[config.mk]
export PLATFORM = sky130hd
export DESIGN_NAME = scratchpad_slice
export DESIGN_NICKNAME = d
export VERILOG_FILES = /design/src/source/tile_msg_pkg.sv /design/src/source/scratchpad_slice.sv
export VERILOG_INCLUDE_DIRS = /design/src /design/src/source
export SDC_FILE = /design/constraint.sdc
export NUM_CORES = 1
export LEC_CHECK = 0
export BUFFER_PORTS_ARGS = -buffer_cell sky130_fd_sc_hd__buf_2
export CORE_ASPECT_RATIO = 0.6
export CORE_MARGIN = 2
export CORE_UTILIZATION = 45
export DETAILED_ROUTE_END_ITERATION = 10
export GPL_ROUTABILITY_DRIVEN = 0
export PLACE_DENSITY_LB_ADDON = 0.25
export RECOVER_POWER = 50
export SLEW_MARGIN = 40
export SYNTH_ARGS = -nofsm -noshare
export SYNTH_HDL_FRONTEND = slang
export SYNTH_SLANG_ARGS = --single-unit
[constraint.sdc]
create_clock -name clk_i -period 5.8 [get_ports clk_i]
set_input_delay 0.29 -clock clk_i [delete_from_list [all_inputs] [get_ports clk_i]]
set_output_delay 0.29 -clock clk_i [all_outputs]
set_load 0.01 [all_outputs]
[src/source/tile_params.svh]
`ifndef TILE_PARAMS_SVH
`define TILE_PARAMS_SVH

// request address and data widths
`define TILE_ADDR_WIDTH 16
`define TILE_DATA_WIDTH 32

// front-end and back-end request engines
`define TILE_NUM_SRC 2

// cfg and scratchpad
`define TILE_NUM_DEV 2

// scratchpad geometry, selected by address bits 15:12
`define TILE_SPAD_ELS 16
`define TILE_SPAD_BLOCK 4'h1

// cfg reset values
`define TILE_BOOT_NPC_RESET 16'h0100
`define TILE_CORE_ID 32'h0000_0005

// host I/O enable mask
`define TILE_HIO_WIDTH 8

`endif
[src/source/tile_msg_pkg.sv]
`include "tile_params.svh"

package tile_msg_pkg;

  // single-beat memory opcodes
  typedef enum logic
  {
    e_mem_rd = 1'b0
    , e_mem_wr = 1'b1
  } mem_op_e;

  // which request engine issued a message
  typedef logic [$clog2(`TILE_NUM_SRC)-1:0] src_id_t;

  // request from a source towards a device
  typedef struct packed
  {
    mem_op_e                     op;
    logic [`TILE_ADDR_WIDTH-1:0] addr;
    logic [`TILE_DATA_WIDTH-1:0] data;
    src_id_t                     src_id;
  } mem_fwd_s;

  // response from a device, routed back on src_id
  typedef struct packed
  {
    mem_op_e                     op;
    logic [`TILE_ADDR_WIDTH-1:0] addr;
    logic [`TILE_DATA_WIDTH-1:0] data;
    src_id_t                     src_id;
  } mem_rev_s;

endpackage

[src/source/scratchpad_slice.sv]
`include "tile_params.svh"

module scratchpad_slice
  (input logic clk_i
   , input logic arst_n_i

   , input logic fwd_valid_i
   , input tile_msg_pkg::mem_fwd_s fwd_msg_i
   , output logic fwd_ready_o

   , output logic rev_valid_o
   , output tile_msg_pkg::mem_rev_s rev_msg_o
   , input logic rev_ready_i
   );

  import tile_msg_pkg::*;

  localparam int idx_width_lp = $clog2(`TILE_SPAD_ELS);

  logic [`TILE_DATA_WIDTH-1:0] mem_r [`TILE_SPAD_ELS];
  logic [idx_width_lp-1:0] word_idx;
  logic fwd_accept;
  logic is_write;
  logic [`TILE_DATA_WIDTH-1:0] rdata;

  assign fwd_ready_o = ~rev_valid_o | rev_ready_i;
  assign fwd_accept = fwd_valid_i & fwd_ready_o;
  assign is_write = fwd_msg_i.op == e_mem_wr;

  // word addressed, byte offset ignored
  assign word_idx = fwd_msg_i.addr[2+:idx_width_lp];

  // write returns the new word
  assign rdata = is_write ? fwd_msg_i.data : mem_r[word_idx];

  always_ff @(posedge clk_i or negedge arst_n_i)
  begin
    if (!arst_n_i)
      rev_valid_o <= 1'b0;
    else if (fwd_accept)
      rev_valid_o <= 1'b1;
    else if (rev_ready_i)
      rev_valid_o <= 1'b0;
  end

  always_ff @(posedge clk_i)
  begin
    if (fwd_accept)
    begin
      if (is_write)
        mem_r[word_idx] <= fwd_msg_i.data;
      rev_msg_o <= '{op: fwd_msg_i.op, addr: fwd_msg_i.addr, data: rdata,
                     src_id: fwd_msg_i.src_id};
    end
  end

endmodule

==> flow_summary.ini <==
[timing]
rsz0062_at_grt = no
skew_ns = 0.0150
maxSlewHeadroom = -0.653
fin_ws_ns = 2.04
slew_violations = 56
setup_viol = 0
clock.fmax_mhz = 266
hold_violations = 0
worst_pin_slew_ns = 2.48
layout_min_cycle_time_ns = 3.76
post-route-period-util = 0.649
fin_tns_setup_ns = 0

[finish]
area_growth_pct = 14.4
final_layout_size_suffix_gt1_frac = 0.202
final_cell_mix = edfxtp_1, mux2i_1, clkbuf_1
multiInputGateArea_sq_um = 4210
final_common_cell = edfxtp_1
regArea_sq_um = 16900
finalNetCount = 1192
antennaDiodeCount = 0
fill_cells = 3687

[yosys]
syn_nets = 1037
syn-cell-area_sq_um = 21400
synth_area_leaders = edfxtp_1, mux4_2, mux2i_1
yosysTopAreaCellShare = 0.790
yosys.area.top_type = edfxtp_1
synthMuxAreaShare = 0.144
synthDistinctLibCells = 32
ys_seq_elements = 563
yosysSeqAreaShare = 0.791
ys_warn_count = 0
synthAdderAreaFrac = 0
synth-simple-area-share = 0.0205
synthCells = 983
synth_compound_area_frac = 0.0264
synthXorXnorAreaFrac = 0
syn_avg_cell_area_sq_um = 21.7
synth_top_family_by_area = multiplexers

[critical_path]
cp-end-kind = register
crit_family = buffers and inverters
critPathLaunchType = primary input
r2r_setup_slack_ns = 2.57
path_class = primary input to register
path_buf_inv = 2
cp.arrival_ns = 3.98
max_stage_delay_ns = 1.72
crit_path_max_fanout = 32
cp.required_ns = 6.02
crit_path_top_delay_cell = clkbuf_1
crit_chain = clkbuf_1, nand2_1, nor2_4, buf_4

[route]
ant_nets = 0
post_drt_wl_per_cell_um = 25.3
vias = 10200
vias_per_cell = 5.64
first_pass_iters = 5
wirelength_mm = 45.6
drt_iter0_markers = 1094
drcViolationCount = 0

[cts]
cts_buffers = 50
clk_pin_slew_ns = 0.07
cts_max_level = 2
cts_buffer_depth = 3
clock_latency_ns = 0.57
root_buffer = clkbuf_16
cts.repair.resized = 0
post_cts_buffers = 0
cts_tree = built
clock_sinks = 563

[outcome]
violations = max-capacitance violations, max-slew violations
status = finished, violations left

[die]
rows = 61
io_pins = 106
die_h_um = 173
core_area_sq_um = 46600
dieArea_sq_um = 49300
die_x_um = 285
start_util = 0.459

[place]
place_hpwl_mm = 26.1
place_ws_ns = 2.52
port_buffers = 105

[power]
irDropWorstVdd_v = 0.000201
p_leak_nw = 7.80
power_density_nw_per_um2 = 335

[grt]
grt_use_total = 0.186
grt_first_pass_wirelength_mm = 68.0
first_global_vias = 10400
grt_max_degree = 60
antenna_found_initial = 0
grt-ovfl-total = 0

[run]
drv_cap = 2

[min_path]
hp-class = primary input to register
==> report_power, final <==
part | internal [mW] | total (mW) | switching (mW) | leakage [nW]
clock | 1.83 | 3.24 | 1.41 | 0.771
sequential | 4.53 | 4.55 | 0.0122 | 5.10
combinational | 0.147 | 0.402 | 0.255 | 1.94
total | 6.51 | 8.19 | 1.68 | 7.80
==> registers in the layout (all words and copies together), names as in the netlist <==
signal,cells
mem_r,512
rev_msg_o,50
rev_valid_o,1
==> worst paths after layout <==
kind | from | to | depth (start not counted)
max | fwd_msg_i[37] | mem_r[14][19] | 4
min | rev_ready_i | rev_valid_o | 3
max reg2reg | rev_valid_o | mem_r[10][24] | 6
min reg2reg | rev_valid_o | rev_valid_o | 2
max in group asynchronous | arst_n_i | rev_valid_o | 3
min in group asynchronous | arst_n_i | rev_valid_o | 3
==> cells by family after synthesis <==
group,count (synthesis)
AO/OA/AOI/OAI,85
buffers and inverters,53
flip-flops,563
multiplexers,192
AND/OR/NAND/NOR,90
==> cell usage after synthesis <==
cell type and number:
edfxtp_1 562, mux2i_1 98, mux4_2 91, o22ai_1 36, nor2_1 27, nor3_1 24, a21oi_1 18, a22oi_1 18
buf_6 18, nand2_1 17, clkbuf_1 16, buf_2 13, o221ai_1 12, nand2b_1 5, buf_1 3, nand3_1 3
nand3b_1 3, buf_4 2, mux2_2 2, nand3_2 2, or3_1 2, and2_1 1, and3_1 1, buf_12 1
dfrtp_1 1, mux4_1 1, nand3b_2 1, nor2_2 1, nor2b_1 1, nor4_1 1, o211ai_1 1, or3b_1 1
==> metrics by stage <==
stage / std cells / hold slack, ns / utilization / cell area (sq um) / total power [mW]
after floorplan: 983 / -0.00559 / - / 21400 / 4.87
after global placement: 1693 / 0.0654 / 0.486 / 22600 / 5.03
after global routing: 1805 / 0.0929 / 0.525 / 24400 / 8.46
final: 1805 / 0.0785 / 0.525 / 24400 / 8.19
after detailed placement: 1698 / 0.0684 / 0.489 / 22800 / 5.04
after CTS: 1804 / 0.0424 / 0.526 / 24500 / 8.29
==> per-layer routing <==
metal,track usage,wire (um),up-vias,share of wire
li1,-,-,4427,-
met1,0.297,21800,5354,0.48
met2,0.265,19900,357,0.44
met3,0.0377,3270,49,0.072
met4,0.0364,624,0,0.014
met5,0,0,-,0
==> worst min-delay path: cells and delay by family <==
family                 cells  cell delay (ns)
buffers and inverters      1             0.07
and+or+nand+nor            2             0.24
==> timing repair <==
item	in CTS	in global routing
hold endpoints to repair	16	0
setup endpoints to repair	0	0
hold buffers	17	0
==> area by class of cell <==
cell class | instances | area share
Timing Repair Buffer | 156 | 0.0395
Sequential cell | 563 | 0.692
Clock buffer | 61 | 0.0538
Clock inverter | 28 | 0.0107
Tap cell | 630 | 0.0323
Multi-Input combinational cell | 367 | 0.172
Power figures use the tool's default switching activity.
