===== src/source/tile_params.svh =====
`ifndef TILE_PARAMS_SVH
`define TILE_PARAMS_SVH

// request address and data widths
`define TILE_ADDR_WIDTH 16
`define TILE_DATA_WIDTH 32

// front-end and back-end request engines
`define TILE_NUM_SRC 2

// cfg and scratchpad
`define TILE_NUM_DEV 2

// scratchpad geometry, selected by address bits 15:12
`define TILE_SPAD_ELS 16
`define TILE_SPAD_BLOCK 4'h1

// cfg reset values
`define TILE_BOOT_NPC_RESET 16'h0100
`define TILE_CORE_ID 32'h0000_0005

// host I/O enable mask
`define TILE_HIO_WIDTH 8

`endif

===== src/source/tile_map_pkg.sv =====
`include "tile_params.svh"

package tile_map_pkg;

  // forward crossbar sink index of each device
  typedef enum logic [$clog2(`TILE_NUM_DEV)-1:0]
  {
    e_dev_cfg = 0
    , e_dev_spad = 1
  } dev_id_e;

  // register offsets inside the cfg block
  //   0x004  freeze
  //   0x008  boot pc
  //   0x00c  core id, read only
  //   0x01c  hio mask
  typedef enum logic [11:0]
  {
    e_cfg_freeze = 12'h004
    , e_cfg_boot_npc = 12'h008
    , e_cfg_core_id = 12'h00c
    , e_cfg_hio_mask = 12'h01c
  } cfg_reg_e;

endpackage


===== src/source/tile_msg_pkg.sv =====
`include "tile_params.svh"

package tile_msg_pkg;

  // single-beat memory opcodes
  typedef enum logic
  {
    e_mem_rd = 1'b0
    , e_mem_wr = 1'b1
  } mem_op_e;

  // which request engine issued a message
  typedef logic [$clog2(`TILE_NUM_SRC)-1:0] src_id_t;

  // request from a source towards a device
  typedef struct packed
  {
    mem_op_e                     op;
    logic [`TILE_ADDR_WIDTH-1:0] addr;
    logic [`TILE_DATA_WIDTH-1:0] data;
    src_id_t                     src_id;
  } mem_fwd_s;

  // response from a device, routed back on src_id
  typedef struct packed
  {
    mem_op_e                     op;
    logic [`TILE_ADDR_WIDTH-1:0] addr;
    logic [`TILE_DATA_WIDTH-1:0] data;
    src_id_t                     src_id;
  } mem_rev_s;

endpackage


===== src/source/cfg_slice.sv =====
`include "tile_params.svh"

module cfg_slice
  (input logic clk_i
   , input logic arst_n_i

   , input logic fwd_valid_i
   , input tile_msg_pkg::mem_fwd_s fwd_msg_i
   , output logic fwd_ready_o

   , output logic rev_valid_o
   , output tile_msg_pkg::mem_rev_s rev_msg_o
   , input logic rev_ready_i

   , output logic freeze_o
   , output logic [`TILE_ADDR_WIDTH-1:0] boot_npc_o
   );

  import tile_msg_pkg::*;
  import tile_map_pkg::*;

  logic freeze_r, freeze_n;
  logic [`TILE_ADDR_WIDTH-1:0] boot_npc_r, boot_npc_n;
  logic [`TILE_HIO_WIDTH-1:0] hio_mask_r, hio_mask_n;
  logic fwd_accept;
  logic is_write;
  logic [$bits(cfg_reg_e)-1:0] reg_offset;
  logic [`TILE_DATA_WIDTH-1:0] rdata;

  // one reply slot, refilled as it drains
  assign fwd_ready_o = ~rev_valid_o | rev_ready_i;
  assign fwd_accept = fwd_valid_i & fwd_ready_o;
  assign is_write = fwd_accept & (fwd_msg_i.op == e_mem_wr);
  assign reg_offset = fwd_msg_i.addr[$bits(cfg_reg_e)-1:0];

  always_comb
  begin
    freeze_n = freeze_r;
    boot_npc_n = boot_npc_r;
    hio_mask_n = hio_mask_r;
    if (is_write)
    begin
      // core id and unknown offsets drop the write
      case (reg_offset)
        e_cfg_freeze: freeze_n = fwd_msg_i.data[0];
        e_cfg_boot_npc: boot_npc_n = fwd_msg_i.data[`TILE_ADDR_WIDTH-1:0];
        e_cfg_hio_mask: hio_mask_n = fwd_msg_i.data[`TILE_HIO_WIDTH-1:0];
        default: ;
      endcase
    end

    // reply carries the value after the write
    rdata = '0;
    case (reg_offset)
      e_cfg_freeze: rdata[0] = freeze_n;
      e_cfg_boot_npc: rdata[`TILE_ADDR_WIDTH-1:0] = boot_npc_n;
      e_cfg_core_id: rdata = `TILE_CORE_ID;
      e_cfg_hio_mask: rdata[`TILE_HIO_WIDTH-1:0] = hio_mask_n;
      default: ;
    endcase
  end

  always_ff @(posedge clk_i or negedge arst_n_i)
  begin
    if (!arst_n_i)
    begin
      // core starts frozen
      freeze_r <= 1'b1;
      boot_npc_r <= `TILE_BOOT_NPC_RESET;
      hio_mask_r <= '0;
      rev_valid_o <= 1'b0;
    end
    else
    begin
      freeze_r <= freeze_n;
      boot_npc_r <= boot_npc_n;
      hio_mask_r <= hio_mask_n;
      if (fwd_accept)
        rev_valid_o <= 1'b1;
      else if (rev_ready_i)
        rev_valid_o <= 1'b0;
    end
  end

  always_ff @(posedge clk_i)
  begin
    if (fwd_accept)
    begin
      rev_msg_o <= '{op: fwd_msg_i.op, addr: fwd_msg_i.addr, data: rdata,
                     src_id: fwd_msg_i.src_id};
    end
  end

  assign freeze_o = freeze_r;
  assign boot_npc_o = boot_npc_r;

  // a pending reply that is not leaving is neither dropped nor overwritten
  assert property (@(posedge clk_i) disable iff (!arst_n_i)
    rev_valid_o && !rev_ready_i |=> rev_valid_o && $stable(rev_msg_o));

endmodule


===== config.mk =====
export PLATFORM = sky130hd
export DESIGN_NAME = cfg_slice
export DESIGN_NICKNAME = d
export VERILOG_FILES = /design/src/source/tile_map_pkg.sv /design/src/source/tile_msg_pkg.sv /design/src/source/cfg_slice.sv
export VERILOG_INCLUDE_DIRS = /design/src /design/src/source
export SDC_FILE = /design/constraint.sdc
export NUM_CORES = 1
export LEC_CHECK = 0
export BUFFER_PORTS_ARGS = -buffer_cell sky130_fd_sc_hd__buf_4
export CAP_MARGIN = 10
export CORE_MARGIN = 2
export CORE_UTILIZATION = 46
export CTS_CLUSTER_DIAMETER = 80
export DETAILED_ROUTE_END_ITERATION = 8
export PLACE_DENSITY = 0.77
export SLEW_MARGIN = 20
export SYNTH_ARGS = -nofsm -noshare
export SYNTH_HDL_FRONTEND = slang
export SYNTH_SLANG_ARGS = --single-unit

===== constraint.sdc =====
create_clock -name clk_i -period 2.25 [get_ports clk_i]
set_clock_uncertainty 0.1 [all_clocks]
set_input_delay 0.45 -clock clk_i [delete_from_list [all_inputs] [get_ports clk_i]]
set_output_delay 0.45 -clock clk_i [all_outputs]
set_load 0.1 [all_outputs]

==> flow_summary.yaml <==
setup_path:
  r2r-start: "rev_valid_o$_DFFE_PN0P_"
  cp_cell_sequence: "nand2b_4 > nand3_2 > buf_4 > mux2i_1 > a221o_1 > a21oi_1"
  path_max_fanout: 15
  regToRegEndpoint: "rev_msg_o[1]$_DFFE_PP_"
  path_class: "reg2reg"
  worstSetupStartpointType: "flop"
  cp.required_ns: 2.32
  endpoint_kind: "flop"
  r2r_cells: 6
  arrival_ns: 1.87
  crit_slowest_cell: "dfrtp_4"
  reg2reg_setup_slack_ns: 0.45
  max_stage_delay_ns: 0.49
logic_synthesis:
  netlist_instances: 190
  synth_top_area_frac: 0.3884
  synth_edf_count: 34
  synth.yosys.seq_area_share: 0.6368
  syn-cell-area_um2: 2629
  syn_area_per_cell_um2: 13.84
  yosys_warnings: 0
  yosysTopAreaCell: "edfxtp_1"
  yosysMostFrequentCell: "edfxtp_1"
  synth_seq_cells: 60
  ys_types: 32
  ys_top_cells_by_count: "edfxtp_1, dfrtp_1, mux2_1"
  synth_top_cells_by_area: "edfxtp_1, dfrtp_1, mux2_1"
  synth-main-ff-cell: "edfxtp_1"
  async_flop_share: 0.4333
clock_network:
  clk_pin_slew_ns: 0.06
  numCtsBuffers: 9
  tritoncts: "done"
  postCtsHoldBufs: 1
  cts_setup_buffers: 0
  clk_latency_ns: 0.33
  clockBufferDepth: 2
  cts_sinks: 60
  h-tree-depth: 3
  cts_root_buf: "clkbuf_8"
  cts_resized: 0
hold_path:
  min_from: "fwd_msg_i[47]"
  whs_endpoint: "rev_msg_o[47]$_DFFE_PP_"
  worstHoldPathType: "in2reg"
  hold_depth: 1
power:
  p_leak_uw: 0.001669
  irDropWorstVdd_v: 0.0004151
  power_uw: 2716
  powerDensity_nw_per_um2: 752.8
drt:
  drt-initial-drc-count: 128
  drc: 0
  wl_per_cell_um: 14.81
  wirelength_um: 5493
  vias: 1825
  vias_per_cell: 4.919
  dr.pass1.iters: 4
  ant_nets: 0
floorplan:
  dieArea_um2: 6335
  io-pin-count: 123
  std_cell_rows: 27
  core_area_um2: 5507
  die_w_um: 79.60
  initial_core_util: 0.4774
  die_h_um: 79.60
grt:
  grt.total_usage: 0.1779
  grt_max_degree: 27
  grt_overflow: 0
  antenna_found_initial: 0
  grt_pass1_wl_um: 8321
  grt_pass1_vias: 1635
sta:
  setup_violations: 0
  setup_tns_ns: 0
  fin_crit_sh: 0.7988
  fmax_ghz: 0.5564
  maxSlewViolCount: 0
  rsz0062_at_grt: "no"
  hold_violations: 0
  fin_crit_ns: 1.797
layout:
  antenna_cells: 0
  instances_no_fill: 371
  final_area_um2: 3608
  post-route-util: 0.6553
  drive_gt1_frac: 0.4515
  nets: 348
  area_growth_pct: 37.27
placement:
  placed_area_um2: 3396
  hpwl_um: 4039
  gp_congestion: 0.7918
  io_buffers: 90
  dp_cells: 354
run:
  drv_cap: 0
run_status:
  status: "completed"
==> how the worst max path moves through the flow <==
| stage | from | endpoint | slack, ns | depth (start not counted) |
|---|---|---|---|---|
| 5_1_grt | rev_valid_o$_DFFE_PN0P_ | rev_msg_o[2]$_DFFE_PP_ | 0.39 | 6 |
| 3_5_place_dp | fwd_msg_i[42] | hio_mask_r[4]$_DFF_PN0_ | 0.15 | 6 |
| 4_1_cts | rev_valid_o$_DFFE_PN0P_ | boot_npc_o[4]$_DFF_PN0_ | 0.45 | 6 |
| 2_1_floorplan | rev_valid_o$_DFFE_PN0P_ | rev_msg_o[6]$_DFFE_PP_ | 0.02 | 7 |
| 3_3_place_gp | fwd_msg_i[42] | hio_mask_r[3]$_DFF_PN0_ | 0.14 | 6 |
| 6_report | rev_valid_o$_DFFE_PN0P_ | rev_msg_o[1]$_DFFE_PP_ | 0.45 | 6 |
==> critical path, delay by kind of cell, from the launching register on <==
kind / cells / cell delay (ns)
mux: 1 / 0.13
buf+inv: 1 / 0.21
simple gates: 2 / 0.20
flops: 1 / 0.49
compound gates: 2 / 0.50
==> cell usage in the layout, fill, tap and decap left out, drive strengths merged <==
master,count
buf,101
nand2b,2
edfxtp,34
dfrtp,24
a22oi,6
nor4b,1
dfstp,2
clkbuf,12
conb,16
a221o,1
a211oi,1
nor2,17
mux2,26
o32ai,1
clkinvlp,1
or3,1
clkinv,2
nand4,1
nor3b,1
bufinv,1
dlygate4sd3,1
nor3,1
nor4,1
or3b,1
and3,2
a31oi,1
and2,2
nand3,4
mux2i,1
a21oi,16
nand2,17
inv,1
==> layer usage <==
layer  vias to the layer above  share of wire  GRT usage
li1                        861              -          -
met1                       874           0.39     0.2191
met2                        81           0.51     0.2958
met3                         9          0.077    0.05204
met4                         0          0.015    0.06724
met5                         -              0          0
==> cells by family (layout without fill, tap and decap cells) <==
| logic type | count (synthesis) | in the layout | synth area share |
|---|---|---|---|
| flip-flops | 60 | 60 | 0.6368 |
| AND/OR/NAND/NOR | 51 | 51 | 0.1099 |
| multiplexers | 27 | 27 | 0.1266 |
| AO/OA/AOI/OAI | 26 | 26 | 0.05997 |
| buffers and inverters | 25 | 119 | 0.06521 |
| other | 1 | 16 | 0.001427 |
==> flip-flops by register name, summed over array words and instances (netlist names) <==
register and cells:
boot_npc_o 16, freeze_o 1, hio_mask_r 8, rev_msg_o 34
rev_valid_o 1
==> power breakdown <==
group          internal, µW  total (µW)  leakage (µW)  switching, µW
sequential             1200        1210      0.000685           9.45
clock                   568         968      0.000102            400
combinational           105         539      0.000881            433
==> cell type report <==
class                   instances  area, µm²
fillers                       439       1898
flip-flops and latches         60       1678
multi-input cells             120      853.3
repair buffers                102      780.7
clock buffers                  12      155.1
well taps                      72      90.09
clock inverters                 4      47.55
inverters                       1      3.754
==> through the flow <==
| stage | worst slack (ns) | hold WS, ns |
|---|---|---|
| 2_1_floorplan | 0.02156 | 0.05441 |
| 3_3_place_gp | 0.1387 | 0.2849 |
| 3_5_place_dp | 0.1474 | 0.2797 |
| 4_1_cts | 0.4502 | 0.1814 |
| 5_1_grt | 0.3919 | 0.1770 |
| 6_report | 0.4527 | 0.1941 |
Note: power is estimated with default switching activity, not from simulation.
